[config.mk]
export PLATFORM = sky130hd
export DESIGN_NAME = nes_glue_top
export DESIGN_NICKNAME = d
export VERILOG_FILES = /design/src/hdl/nes_glue_pkg.sv /design/src/hdl/uart_reg_decoder.sv /design/src/hdl/autofire.sv /design/src/hdl/pad_mapper.sv /design/src/hdl/joypad_shift.sv /design/src/hdl/nes_phase_arbiter.sv /design/src/hdl/nes_glue_top.sv
export SDC_FILE = /design/constraint.sdc
export NUM_CORES = 1
export LEC_CHECK = 0
export ABC_CLOCK_PERIOD_IN_PS = 1400
export BUFFER_PORTS_ARGS = -buffer_cell sky130_fd_sc_hd__buf_4
export CAP_MARGIN = 20
export CORE_MARGIN = 2
export CORE_UTILIZATION = 41
export CTS_BUF_LIST = sky130_fd_sc_hd__clkbuf_8
export CTS_CLUSTER_SIZE = 16
export DETAILED_ROUTE_END_ITERATION = 6
export MAX_ROUTING_LAYER = met4
export PLACE_DENSITY = 0.89
export SYNTH_ARGS = -nofsm -noshare
export SYNTH_HDL_FRONTEND = slang
export SYNTH_HIERARCHICAL = 1
export SYNTH_SLANG_ARGS = --single-unit
[constraint.sdc]
create_clock -name clk -period 1.4 [get_ports clk]
set_input_delay 0.07 -clock clk [delete_from_list [all_inputs] [get_ports clk]]
set_output_delay 0.07 -clock clk [all_outputs]
set_load 0.005 [all_outputs]
[src/hdl/nes_glue_pkg.sv]
////////////////////////////////////////////////////////////////////////////
// shared constants for the NES glue logic
// UART register map, memory phase numbers and controller bit positions
// DualShock bytes are active low as they come from the controller engine
////////////////////////////////////////////////////////////////////////////
package nes_glue_pkg;

  // UART register map
  localparam logic [7:0] REG_LOADER_CONF = 8'h35;  // bit 0 holds loader in reset
  localparam logic [7:0] REG_LOADER_DATA = 8'h37;
  localparam logic [7:0] REG_BTN_P1      = 8'h40;
  localparam logic [7:0] REG_BTN_P2      = 8'h41;

  localparam int MEM_ADDR_W = 22;  // 4MB space
  typedef logic [MEM_ADDR_W-1:0] mem_addr_t;

  typedef logic [2:0] phase_t;
  localparam phase_t PHASE_LAST = 3'd4;
  localparam phase_t PHASE_MEM  = 3'd0;  // console commands reach memory
  localparam phase_t PHASE_NES  = 3'd4;  // console clock enable

  // NES button byte, as the console shifts it out (A first)
  localparam int BTN_A      = 0;
  localparam int BTN_B      = 1;
  localparam int BTN_SELECT = 2;
  localparam int BTN_START  = 3;
  localparam int BTN_UP     = 4;
  localparam int BTN_DOWN   = 5;
  localparam int BTN_LEFT   = 6;
  localparam int BTN_RIGHT  = 7;

  // dualshock byte 0
  localparam int DS_SELECT = 0;
  localparam int DS_START  = 3;
  localparam int DS_UP     = 4;
  localparam int DS_RIGHT  = 5;
  localparam int DS_DOWN   = 6;
  localparam int DS_LEFT   = 7;
  // dualshock byte 1, shape buttons only
  localparam int DS_TRIANGLE = 4;
  localparam int DS_CIRCLE   = 5;
  localparam int DS_CROSS    = 6;
  localparam int DS_SQUARE   = 7;

endpackage

[src/hdl/uart_reg_decoder.sv]
////////////////////////////////////////////////////////////////////////////
// register writes from the UART demux, one strobe per byte
// loader bytes pass through in the cycle of the write, no buffering
// only bit 0 of the loader configuration register is kept
////////////////////////////////////////////////////////////////////////////
`timescale 1ns/100ps

module uart_reg_decoder import nes_glue_pkg::*; (
  input  logic       clk,
  input  logic       sys_resetn,
  input  logic [7:0] uart_data,
  input  logic [7:0] uart_addr,
  input  logic       uart_write,
  output logic [7:0] loader_byte,
  output logic       loader_byte_valid,
  output logic       loader_reset,
  output logic [7:0] remote_btn1,
  output logic [7:0] remote_btn2
);

  logic loader_hold;  // config bit 0

  logic wr_conf;
  logic wr_btn1;
  logic wr_btn2;

  assign wr_conf = uart_write && (uart_addr == REG_LOADER_CONF);
  assign wr_btn1 = uart_write && (uart_addr == REG_BTN_P1);
  assign wr_btn2 = uart_write && (uart_addr == REG_BTN_P2);

  always_ff @(posedge clk) begin
    if (!sys_resetn) begin
      loader_hold <= 1'b0;
      remote_btn1 <= '0;
      remote_btn2 <= '0;
    end else begin
      if (wr_conf) loader_hold <= uart_data[0];
      if (wr_btn1) remote_btn1 <= uart_data;
      if (wr_btn2) remote_btn2 <= uart_data;
    end
  end

  // ROM stream goes straight to the loader
  assign loader_byte       = uart_data;
  assign loader_byte_valid = uart_write && (uart_addr == REG_LOADER_DATA);

  // loader also sits in reset with the system
  assign loader_reset = !sys_resetn || loader_hold;

endmodule

[src/hdl/autofire.sv]
////////////////////////////////////////////////////////////////////////////
// square wave while a button is held, half period AUTOFIRE_HALF clocks
// first rise AUTOFIRE_HALF edges after the button is seen
////////////////////////////////////////////////////////////////////////////
`timescale 1ns/100ps

module autofire #(
  parameter int AUTOFIRE_HALF = 4
) (
  input  logic clk,
  input  logic sys_resetn,
  input  logic btn,
  output logic out
);

  localparam int CNT_W = $clog2(AUTOFIRE_HALF + 1);

  logic [CNT_W-1:0] cnt;

  always_ff @(posedge clk) begin
    if (!sys_resetn) begin
      cnt <= '0;
      out <= 1'b0;
    end else if (!btn) begin
      // released, start over next press
      cnt <= '0;
      out <= 1'b0;
    end else if (cnt == CNT_W'(AUTOFIRE_HALF - 1)) begin
      cnt <= '0;
      out <= !out;
    end else begin
      cnt <= cnt + 1'b1;
    end
  end

endmodule

[src/hdl/pad_mapper.sv]
////////////////////////////////////////////////////////////////////////////
// one player's button merge into NES order
// DualShock bytes are active low, USB and remote bytes active high
// triangle and USB X fire A, square and USB Y fire B
////////////////////////////////////////////////////////////////////////////
`timescale 1ns/100ps

module pad_mapper import nes_glue_pkg::*; #(
  parameter int AUTOFIRE_HALF = 4
) (
  input  logic       clk,
  input  logic       sys_resetn,
  input  logic [7:0] ds_b0,
  input  logic [7:0] ds_b1,
  input  logic [7:0] usb_btn,
  input  logic       usb_x,
  input  logic       usb_y,
  input  logic [7:0] remote_btn,
  output logic [7:0] nes_btn
);

  logic tri_held;
  logic sq_held;
  logic fire_a;    // from triangle
  logic fire_b;    // from square
  logic [7:0] ds_btn;

  assign tri_held = !ds_b1[DS_TRIANGLE] || usb_x;
  assign sq_held  = !ds_b1[DS_SQUARE] || usb_y;

  autofire #(.AUTOFIRE_HALF(AUTOFIRE_HALF)) u_af_triangle (
    .clk        (clk),
    .sys_resetn (sys_resetn),
    .btn        (tri_held),
    .out        (fire_a)
  );

  autofire #(.AUTOFIRE_HALF(AUTOFIRE_HALF)) u_af_square (
    .clk        (clk),
    .sys_resetn (sys_resetn),
    .btn        (sq_held),
    .out        (fire_b)
  );

  always_comb begin
    ds_btn             = '0;
    ds_btn[BTN_A]      = !ds_b1[DS_CIRCLE] || fire_a;
    ds_btn[BTN_B]      = !ds_b1[DS_CROSS] || fire_b;
    ds_btn[BTN_SELECT] = !ds_b0[DS_SELECT];
    ds_btn[BTN_START]  = !ds_b0[DS_START];
    ds_btn[BTN_UP]     = !ds_b0[DS_UP];
    ds_btn[BTN_DOWN]   = !ds_b0[DS_DOWN];
    ds_btn[BTN_LEFT]   = !ds_b0[DS_LEFT];
    ds_btn[BTN_RIGHT]  = !ds_b0[DS_RIGHT];
  end

  // any source presses the button
  assign nes_btn = ds_btn | usb_btn | remote_btn;

endmodule

[src/hdl/joypad_shift.sv]
////////////////////////////////////////////////////////////////////////////
// console joypad port, parallel load on strobe and serial out on bit 0
// shift lands one edge after the low sample of the joypad clock
// a shift in the same cycle as a strobe wins
////////////////////////////////////////////////////////////////////////////
`timescale 1ns/100ps

module joypad_shift import nes_glue_pkg::*; (
  input  logic       clk,
  input  logic       sys_resetn,
  input  logic [7:0] buttons,
  input  logic       strobe,
  input  logic       joy_clk,
  output logic       joy_data
);

  logic [7:0] latch;
  logic       joy_clk_q;
  logic       fall_q;     // registered falling edge

  always_ff @(posedge clk) begin
    if (!sys_resetn) begin
      joy_clk_q <= 1'b0;
      fall_q    <= 1'b0;
    end else begin
      joy_clk_q <= joy_clk;
      fall_q    <= joy_clk_q && !joy_clk;
    end
  end

  always_ff @(posedge clk) begin
    if (!sys_resetn) begin
      latch <= '0;
    end else if (fall_q) begin
      latch <= {1'b0, latch[7:1]};  // zero fills from the top
    end else if (strobe) begin
      latch <= buttons;
    end
  end

  assign joy_data = latch[BTN_A];

endmodule

[src/hdl/nes_phase_arbiter.sv]
////////////////////////////////////////////////////////////////////////////
// five phase sequencer, console runs on PHASE_NES and its memory
// command is let through on PHASE_MEM right after
// loader writes win at any phase, there is no back-pressure
// console is held in reset until loader_done
////////////////////////////////////////////////////////////////////////////
`timescale 1ns/100ps

module nes_phase_arbiter import nes_glue_pkg::*; (
  input  logic       clk,
  input  logic       sys_resetn,
  input  logic       loader_done,
  // console side
  input  logic       nes_read_cpu,
  input  logic       nes_read_ppu,
  input  logic       nes_write,
  input  mem_addr_t  nes_addr,
  input  logic [7:0] nes_wdata,
  // loader side
  input  logic       loader_write,
  input  mem_addr_t  loader_addr,
  input  logic [7:0] loader_wdata,
  input  logic       loader_refresh,
  // to console and memory controller
  output logic       nes_run,
  output logic       nes_reset,
  output logic       mem_read_a,
  output logic       mem_read_b,
  output logic       mem_write,
  output logic       mem_refresh,
  output mem_addr_t  mem_addr,
  output logic [7:0] mem_wdata
);

  phase_t phase;

  logic run_mem;     // console command slot
  logic nes_cmd;     // console wants memory
  logic mem_idle;

  // phase keeps counting through loader time
  always_ff @(posedge clk) begin
    if (!sys_resetn) begin
      phase <= PHASE_MEM;
    end else if (phase == PHASE_LAST) begin
      phase <= '0;
    end else begin
      phase <= phase + 1'b1;
    end
  end

  //   phase  | 0 | 1 | 2 | 3 | 4 | 0 |
  //   memory |cmd|   |   |   |   |cmd|
  //   nes                    |run|
  assign nes_reset = !loader_done;
  assign nes_run   = (phase == PHASE_NES) && loader_done;
  assign run_mem   = (phase == PHASE_MEM) && loader_done;

  assign nes_cmd  = nes_read_cpu || nes_read_ppu || nes_write;
  assign mem_idle = run_mem && !nes_cmd && !loader_write;

  // console commands only in their slot
  assign mem_read_a = run_mem && nes_read_cpu;
  assign mem_read_b = run_mem && nes_read_ppu;
  assign mem_write  = (run_mem && nes_write) || loader_write;

  // an unused slot becomes a refresh, as does a loader request
  // that does not clash with its own write
  assign mem_refresh = mem_idle || (loader_refresh && !loader_write);

  // loader owns the address and data mux when it writes
  always_comb begin
    if (loader_write) begin
      mem_addr  = loader_addr;
      mem_wdata = loader_wdata;
    end else begin
      mem_addr  = nes_addr;
      mem_wdata = nes_wdata;
    end
  end

endmodule

[src/hdl/nes_glue_top.sv]
////////////////////////////////////////////////////////////////////////////
// NES console glue, sits between the console core, the memory controller
// and the ROM loader; sys_resetn must already be synchronous and clean
// controller bytes arrive decoded from their protocol engines
////////////////////////////////////////////////////////////////////////////
`timescale 1ns/100ps

module nes_glue_top import nes_glue_pkg::*; #(
  parameter int AUTOFIRE_HALF = 4
) (
  input  logic       clk,
  input  logic       sys_resetn,
  // UART demux
  input  logic [7:0] uart_data,
  input  logic [7:0] uart_addr,
  input  logic       uart_write,
  // ROM loader
  input  logic       loader_done,
  input  logic       loader_write,
  input  mem_addr_t  loader_addr,
  input  logic [7:0] loader_wdata,
  input  logic       loader_refresh,
  // controllers
  input  logic [7:0] ds1_b0,
  input  logic [7:0] ds1_b1,
  input  logic [7:0] ds2_b0,
  input  logic [7:0] ds2_b1,
  input  logic [7:0] usb1_btn,
  input  logic [7:0] usb2_btn,
  input  logic       usb1_x,
  input  logic       usb1_y,
  input  logic       usb2_x,
  input  logic       usb2_y,
  // console
  input  logic       joypad_strobe,
  input  logic [1:0] joypad_clock,
  input  logic       nes_read_cpu,
  input  logic       nes_read_ppu,
  input  logic       nes_write,
  input  mem_addr_t  nes_addr,
  input  logic [7:0] nes_wdata,
  // outputs
  output logic [7:0] loader_byte,
  output logic       loader_byte_valid,
  output logic       loader_reset,
  output logic [1:0] joypad_data,
  output logic       nes_run,
  output logic       nes_reset,
  output logic       mem_read_a,
  output logic       mem_read_b,
  output logic       mem_write,
  output logic       mem_refresh,
  output mem_addr_t  mem_addr,
  output logic [7:0] mem_wdata
);

  logic [7:0] remote_btn1;
  logic [7:0] remote_btn2;
  logic [7:0] nes_btn1;
  logic [7:0] nes_btn2;

  uart_reg_decoder u_uart_dec (
    .clk               (clk),
    .sys_resetn        (sys_resetn),
    .uart_data         (uart_data),
    .uart_addr         (uart_addr),
    .uart_write        (uart_write),
    .loader_byte       (loader_byte),
    .loader_byte_valid (loader_byte_valid),
    .loader_reset      (loader_reset),
    .remote_btn1       (remote_btn1),
    .remote_btn2       (remote_btn2)
  );

  pad_mapper #(.AUTOFIRE_HALF(AUTOFIRE_HALF)) u_pad1 (
    .clk        (clk),
    .sys_resetn (sys_resetn),
    .ds_b0      (ds1_b0),
    .ds_b1      (ds1_b1),
    .usb_btn    (usb1_btn),
    .usb_x      (usb1_x),
    .usb_y      (usb1_y),
    .remote_btn (remote_btn1),
    .nes_btn    (nes_btn1)
  );

  pad_mapper #(.AUTOFIRE_HALF(AUTOFIRE_HALF)) u_pad2 (
    .clk        (clk),
    .sys_resetn (sys_resetn),
    .ds_b0      (ds2_b0),
    .ds_b1      (ds2_b1),
    .usb_btn    (usb2_btn),
    .usb_x      (usb2_x),
    .usb_y      (usb2_y),
    .remote_btn (remote_btn2),
    .nes_btn    (nes_btn2)
  );

  // both ports share the strobe, each has its own clock
  joypad_shift u_joy1 (
    .clk        (clk),
    .sys_resetn (sys_resetn),
    .buttons    (nes_btn1),
    .strobe     (joypad_strobe),
    .joy_clk    (joypad_clock[0]),
    .joy_data   (joypad_data[0])
  );

  joypad_shift u_joy2 (
    .clk        (clk),
    .sys_resetn (sys_resetn),
    .buttons    (nes_btn2),
    .strobe     (joypad_strobe),
    .joy_clk    (joypad_clock[1]),
    .joy_data   (joypad_data[1])
  );

  nes_phase_arbiter u_arb (
    .clk            (clk),
    .sys_resetn     (sys_resetn),
    .loader_done    (loader_done),
    .nes_read_cpu   (nes_read_cpu),
    .nes_read_ppu   (nes_read_ppu),
    .nes_write      (nes_write),
    .nes_addr       (nes_addr),
    .nes_wdata      (nes_wdata),
    .loader_write   (loader_write),
    .loader_addr    (loader_addr),
    .loader_wdata   (loader_wdata),
    .loader_refresh (loader_refresh),
    .nes_run        (nes_run),
    .nes_reset      (nes_reset),
    .mem_read_a     (mem_read_a),
    .mem_read_b     (mem_read_b),
    .mem_write      (mem_write),
    .mem_refresh    (mem_refresh),
    .mem_addr       (mem_addr),
    .mem_wdata      (mem_wdata)
  );

endmodule

==> results of run 1 <==
==> metrics by stage <==
stage | setup slack [ns] | TNS (ns) | cells | cell area (sq um) | utilization (%)
after global routing | -0.09652 | -0.3857 | 561 | 4707 | 63.87
after floorplan | 0.04471 | 0 | 283 | 3154 | -
after CTS | -0.06161 | -0.1685 | 560 | 4698 | 63.75
after detailed placement | -0.05099 | -0.1117 | 547 | 4517 | 61.29
final | -0.05016 | -0.1634 | 561 | 4707 | 63.87
after global placement | 0.02468 | 0 | 547 | 4517 | 61.29
==> flip-flops by register name, summed over array words and instances (netlist names), 3 cells and up <==
register / flops
u_arb/phase: 3
u_joy1/latch: 8
u_joy2/latch: 8
u_pad1/u_af_square/cnt: 3
u_pad1/u_af_triangle/cnt: 3
u_pad2/u_af_square/cnt: 3
u_pad2/u_af_triangle/cnt: 3
u_uart_dec/remote_btn1: 8
u_uart_dec/remote_btn2: 8
==> power groups by stage <==
stage | Clock, W | Combinational, W | Sequential, W
after floorplan | 0 | 0.000460 | 0.00173
after CTS | 0.00109 | 0.000935 | 0.00171
after global routing | 0.00115 | 0.00100 | 0.00172
final | 0.00106 | 0.000934 | 0.00171
after global placement | 0 | 0.000883 | 0.00174
after detailed placement | 0 | 0.000911 | 0.00175
==> cell families after synthesis <==
logic type / count (synthesis) / share of synthesized area [%]
adders and majority gates: 10 / 3.967
DFF: 56 / 35.54
AOI/OAI and AO/OA: 19 / 5.752
muxes: 62 / 26.42
xor gates and xnor gates: 4 / 1.111
buffers and inverters: 30 / 6.862
and+or+nand+nor: 102 / 20.35
==> path summary, 6_finish.rpt <==
check	cells past startpoint	from	to	slack (ns)
max	5	u_arb/phase[0]	mem_refresh	-0.05
min	2	uart_addr[1]	u_uart_dec/loader_hold	0.04
max reg2reg	3	u_pad1/u_af_square/out	u_joy1/latch[1]	0
min reg2reg	1	u_pad1/u_af_square/cnt[0]	u_pad1/u_af_square/cnt[0]	0.44
==> worst max-delay path, cell delays in order (launching register included) <==
cell	delay, ns
dfxtp_2	0.35
inv_2	0.05
ha_4	0.15
and3b_2	0.22
a22o_1	0.17
buf_4	0.13
==> what timing repair did <==
item                                    in CTS  in global routing
gates resized for setup                     11                  1
hold buffers                                 2                  0
setup buffers                                3                  1
hold endpoints to repair                     2                  0
endpoints found under the setup margin       7                  8
pin swaps                                    5                  5
cloned                                       0                  0
==> per-layer routing <==
metal	up-vias	share of wire [%]	track usage, %
met5	-	0	-
met4	0	1.1	4.104
met3	6	7.7	3.862
met2	128	55	39.46
met1	1244	36	18.25
li1	1350	-	-
==> layout by cell type (no fill, tap or decap), types with 9 or more instances in the layout <==
cell type	synthesis	routed
nand2b_1	19	19
mux2i_1	18	18
ha_1	10	9
nor3_1	9	9
buf_4	8	187
or3b_2	12	12
mux2_4	42	42
dfxtp_1	56	50
o211a_1	14	14
nand2_1	29	29
==> final cells by class <==
cell class / instances / area, sq um / area share, %
clock buffer: 5 / 68.82 / 1.462
clock inverter: 3 / 46.29 / 0.9835
multi-input combinational: 197 / 1831 / 38.89
inverter: 9 / 33.78 / 0.7177
timing repair buffer: 192 / 1475 / 31.34
sequential: 56 / 1129 / 23.98
tap: 99 / 123.9 / 2.632
==> impl_metrics.env, run 1 <==
export IMPL_status="complete, but fails checks"
export IMPL_failed_checks="setup timing"
export IMPL_synth_area_top_cells="dfxtp_1 36%, mux2_4 20%, mux2i_1 5.7%, o211a_1 4.4%, ha_1 4.0%"
export IMPL_die_w_um=91.71
export IMPL_core_rowCount=31
export IMPL_antenna_cells=0
export IMPL_start_util_pct=42.80
export IMPL_fin_skew_ns=0.01294
export IMPL_wl_per_cell_um=14.77
export IMPL_clock_latency_ns=0.30
export IMPL_final_nets=611
export IMPL_endpoint_kind="output pin"
export IMPL_cp_required_ns=1.33
export IMPL_syn_to_final_growth_pct=49.23
export IMPL_p_clk_share_pct=28.7
export IMPL_gp_congestion=0.7909
export IMPL_worst_slack_ns=-0.05016
export IMPL_route_detailed_drc=0
export IMPL_arrival_ns=1.38
export IMPL_yosys_cell_count_top_type="dfxtp_1"
export IMPL_cts_max_level=2
export IMPL_vias=2728
export IMPL_hp_class="in -> reg"
export IMPL_ys_warnings_count=6
export IMPL_via_per_inst=4.863
export IMPL_combPwrFrac_pct=25.2
export IMPL_synth_seq_cells=56
export IMPL_dr_pass1_iters=4
export IMPL_grt_antenna_before_repair=0
export IMPL_synth_area_sq_mm=0.003154
export IMPL_power_density_mw_per_mm2=788.6
export IMPL_cts_buffers=5
export IMPL_yosys_top_cells_count="56 x dfxtp_1, 42 x mux2_4, 29 x nand2_1, 19 x nand2b_1, 18 x mux2i_1"
export IMPL_grt_pass1_wl_um=12700
export IMPL_cts_root_buf="clkbuf_8"
export IMPL_fill_cells=596
export IMPL_drive_gt1_share_pct=57.79
export IMPL_grt_pass1_vias=2783
export IMPL_cts_tree="done"
export IMPL_post_route_min_period_ns=1.450
export IMPL_switching_power_w=0.0008590
export IMPL_hpwl_um=6884
export IMPL_io_buffers=175
export IMPL_rsz0062_at_grt="true"
export IMPL_cp_max_fo=4
export IMPL_internal_power_w=0.002853
export IMPL_ant_nets=0
export IMPL_p_leak_nw=2.343
export IMPL_cts_buffer_depth=2
export IMPL_syn_avg_cell_area_sq_um=11.15
export IMPL_finalSetupViolCount=5
export IMPL_cts_sink_count=56
export IMPL_ys_seq_area_share_pct=35.54
export IMPL_cap_violations=0
export IMPL_fin_crit_sh_pct=103.6
export IMPL_pwr_share_seq_pct=46.2
export IMPL_gr_total_overflow=0
export IMPL_synthCells=283
export IMPL_io_pins=188
export IMPL_crit_type="reg -> out"
export IMPL_vdd_ir_drop_max_v=0.0006667
export IMPL_path_clk_slew_ns=0.10
export IMPL_sw_frac_of_total_pct=23.14
export IMPL_grt_use_total_pct=19.27
export IMPL_async_reset_ff_share_pct=0
export IMPL_synth_fp_nets=433
export IMPL_power_total_w=0.003712
export IMPL_worst_slew_pin_slew_ns=0.4810
export IMPL_hold_viol_final=0
export IMPL_slew_headroom_pct=67.89
export IMPL_synth_top_cell_area_share_pct=35.54
export IMPL_slew_viol_final=0
export IMPL_max_freq_ghz=0.6896
export IMPL_yosys_area_top_type="dfxtp_1"
export IMPL_core_sq_mm=0.007370
export IMPL_synth_flop_cell="dfxtp_1"
export IMPL_drt_iter0_drc=51
export IMPL_timing_hold_ws_ns=0.04071
export IMPL_synth_edf_count=0
export IMPL_grt_max_degree=41
export IMPL_crit_path_start_kind="flop"
export IMPL_ys_types=34
export IMPL_fp_dieArea_sq_mm=0.008411
export IMPL_fp_dieH_um=91.71
export IMPL_routed_wl_um=8285
No activity file was read; power rests on OpenSTA's default activity.
==> run 2, diff against run 1 <==
--- a/config.mk
+++ b/config.mk
@@ -5,16 +5,16 @@
 export SDC_FILE = /design/constraint.sdc
 export NUM_CORES = 1
 export LEC_CHECK = 0
-export ABC_CLOCK_PERIOD_IN_PS = 1400
+export ABC_CLOCK_PERIOD_IN_PS = 1480
 export BUFFER_PORTS_ARGS = -buffer_cell sky130_fd_sc_hd__buf_4
 export CAP_MARGIN = 20
 export CORE_MARGIN = 2
-export CORE_UTILIZATION = 41
+export CORE_UTILIZATION = 45
 export CTS_BUF_LIST = sky130_fd_sc_hd__clkbuf_8
 export CTS_CLUSTER_SIZE = 16
 export DETAILED_ROUTE_END_ITERATION = 6
 export MAX_ROUTING_LAYER = met4
-export PLACE_DENSITY = 0.89
+export PLACE_DENSITY = 0.93
 export SYNTH_ARGS = -nofsm -noshare
 export SYNTH_HDL_FRONTEND = slang
 export SYNTH_HIERARCHICAL = 1
==> constraint.sdc (replaced) <==
create_clock -name clk -period 1.48 [get_ports clk]
set_input_delay 0.074 -clock clk [delete_from_list [all_inputs] [get_ports clk]]
set_output_delay 0.074 -clock clk [all_outputs]
set_load 0.005 [all_outputs]
==> run 2 against run 1 <==
Against the previous run: the flow now finishes without violations; clock skew barely moved; sequential cell count is the same; design area shrank 0.37%; count of clock-buffer cells in the layout stayed put; sequential share of layout area barely moved; total power decreased by 1.3%; critical path type unchanged; via count fell by 1.1%; first-iteration DRC count increased by 31%; worst hold slack worse by 0.012 ns; highest routed layer unchanged; die area fell by 8.5%; register-to-register slack improved by 0.06 ns.
==> impl_metrics.env, run 2 (synthesis results as in run 1) <==
export IMPL_status="finished, final reports clean"
export IMPL_register_area_sq_mm=0.001124
export IMPL_cts_sink_count=56
export IMPL_fin_crit_sh_pct=98.46
export IMPL_final_nets=603
export IMPL_cts_max_level=2
export IMPL_max_freq_ghz=0.6863
export IMPL_r2r_start="u_pad2/u_af_square/out"
export IMPL_arrival_ns=1.38
export IMPL_fill_cells=507
export IMPL_cp_max_fo=4
export IMPL_switching_power_w=0.0007985
export IMPL_crit_path_start_kind="flop"
export IMPL_cap_violations=0
export IMPL_pwr_share_seq_pct=44.3
export IMPL_io_pins=188
export IMPL_final_cell_mix="176 x buf_4, 54 x dfxtp_1, 42 x mux2_4"
export IMPL_grt_max_degree=31
export IMPL_rsz0062_at_grt="true"
export IMPL_slew_headroom_pct=65.89
export IMPL_wl_per_cell_um=14.75
export IMPL_whs_path_depth=2
export IMPL_internal_power_w=0.002865
export IMPL_core_rowCount=30
export IMPL_worst_slew_pin_slew_ns=0.5109
export IMPL_final_common_cell="buf_4"
export IMPL_io_buffers=175
export IMPL_start_util_pct=46.43
export IMPL_p_leak_nw=2.324
export IMPL_gr_total_overflow=0
export IMPL_vias=2698
export IMPL_fp_dieH_um=87.72
export IMPL_endpoint_kind="output pin"
export IMPL_hp_start="uart_addr[1]"
export IMPL_sw_frac_of_total_pct=21.79
export IMPL_routed_wl_um=8113
export IMPL_p_clk_share_pct=31.9
export IMPL_path_clk_slew_ns=0.09
export IMPL_power_density_mw_per_mm2=781.3
export IMPL_multiInputGateArea_sq_mm=0.001831
export IMPL_place_area_sq_mm=0.004493
export IMPL_route_detailed_drc=0
export IMPL_ant_nets=0
export IMPL_vdd_ir_drop_max_v=0.0004786
export IMPL_slew_viol_final=0
export IMPL_gp_congestion=0.7392
export IMPL_finalSetupViolCount=0
export IMPL_cts_buffers=5
export IMPL_via_per_inst=4.905
export IMPL_setup_tns_ns=0
export IMPL_core_sq_mm=0.006794
export IMPL_grt_antenna_before_repair=0
export IMPL_r2r_end="u_joy2/latch[1]"
export IMPL_dr_pass1_iters=4
export IMPL_post_route_cell_area_sq_mm=0.004690
export IMPL_grt_pass1_wl_um=12130
export IMPL_crit_type="reg -> out"
export IMPL_hp_class="in -> reg"
export IMPL_hold_path_endpoint="u_uart_dec/loader_hold"
export IMPL_hpwl_um=6663
export IMPL_post_route_min_period_ns=1.457
export IMPL_grt_pass1_vias=2719
export IMPL_antenna_cells=0
export IMPL_r2r_cells=3
export IMPL_die_w_um=87.72
export IMPL_syn_to_final_growth_pct=48.67
export IMPL_cts_buffer_depth=2
export IMPL_cts_root_buf="clkbuf_8"
export IMPL_cp_required_ns=1.41
export IMPL_clock_latency_ns=0.31
export IMPL_hold_viol_final=0
export IMPL_drive_gt1_share_pct=56.17
export IMPL_cts_tree="done"
export IMPL_fp_dieArea_sq_mm=0.007695
export IMPL_drt_iter0_drc=67
export IMPL_combPwrFrac_pct=23.9
export IMPL_grt_use_total_pct=20.58
export IMPL_r2r_slack_ns=0.06
export IMPL_fin_skew_ns=0.01269
-- run 2: cell type report --
type | instances | share of cell area [%]
clock inverter | 3 | 1.467
sequential | 56 | 23.96
inverter | 9 | 0.7204
multi-input combinational | 197 | 39.03
clock buffer | 5 | 1.467
tap | 96 | 2.561
timing repair buffer | 184 | 30.79
-- run 2: layer usage --
layer  GRT usage (%)  wire (um)
met1           20.20       2900
met2           39.53       4326
met3           4.524        706
met4           6.853        180
met5               -          0
-- run 2: worst max-delay path by stage --
stage                             startpoint                        end  slack (ns)  depth (start not counted)
floorplan           u_pad1/u_af_triangle/out            u_joy1/latch[0]        0.12                          3
global placement    u_pad2/u_af_triangle/out            u_joy2/latch[0]        0.07                          3
detailed placement              uart_addr[5]  u_uart_dec/remote_btn1[3]        0.06                          5
CTS                           u_arb/phase[0]                mem_refresh       0.009                          5
global route                  u_arb/phase[1]                mem_refresh       -0.04                          5
finish                        u_arb/phase[0]                mem_refresh        0.02                          5
-- run 2: timing repair --
| action | 4_1_cts | 5_1_grt |
|---|---|---|
| setup buffers | 1 | 1 |
| gates resized for setup | 3 | 6 |
| hold buffers | 2 | 0 |
| pin swaps | 2 | 4 |
| endpoints found under the hold margin | 2 | 0 |
| gates cloned | 0 | 0 |
| setup endpoints to repair | 4 | 4 |
-- run 2: power groups by stage --
stage,combinational [W],clock (W),sequential [W]
6_report,0.000874,0.00117,0.00162
5_1_grt,0.000947,0.00126,0.00163
4_1_cts,0.000868,0.00120,0.00162
3_5_place_dp,0.000857,0,0.00166
3_3_place_gp,0.000833,0,0.00165
2_1_floorplan,0.000435,0,0.00164
-- run 2: per-stage QoR --
step           hold WS [ns]  util (%)  cells  power, W  setup slack, ns
2_1_floorplan        0.1763         -    283  0.002076           0.1247
4_1_cts             0.02268     68.64    549  0.003688         0.008600
6_report            0.02902     69.02    550  0.003664          0.02285
3_5_place_dp         0.2917     66.13    538  0.002513          0.06229
5_1_grt             0.03854     69.02    550  0.003840         -0.04297
3_3_place_gp         0.2860     66.13    538  0.002483          0.07127
-- run 2: critical path, cell delays in order (launching register included) --
cell and delay [ns]:
dfxtp_2 0.35, inv_2 0.05, ha_4 0.15, and3b_2 0.22, a22o_1 0.21, buf_6 0.11
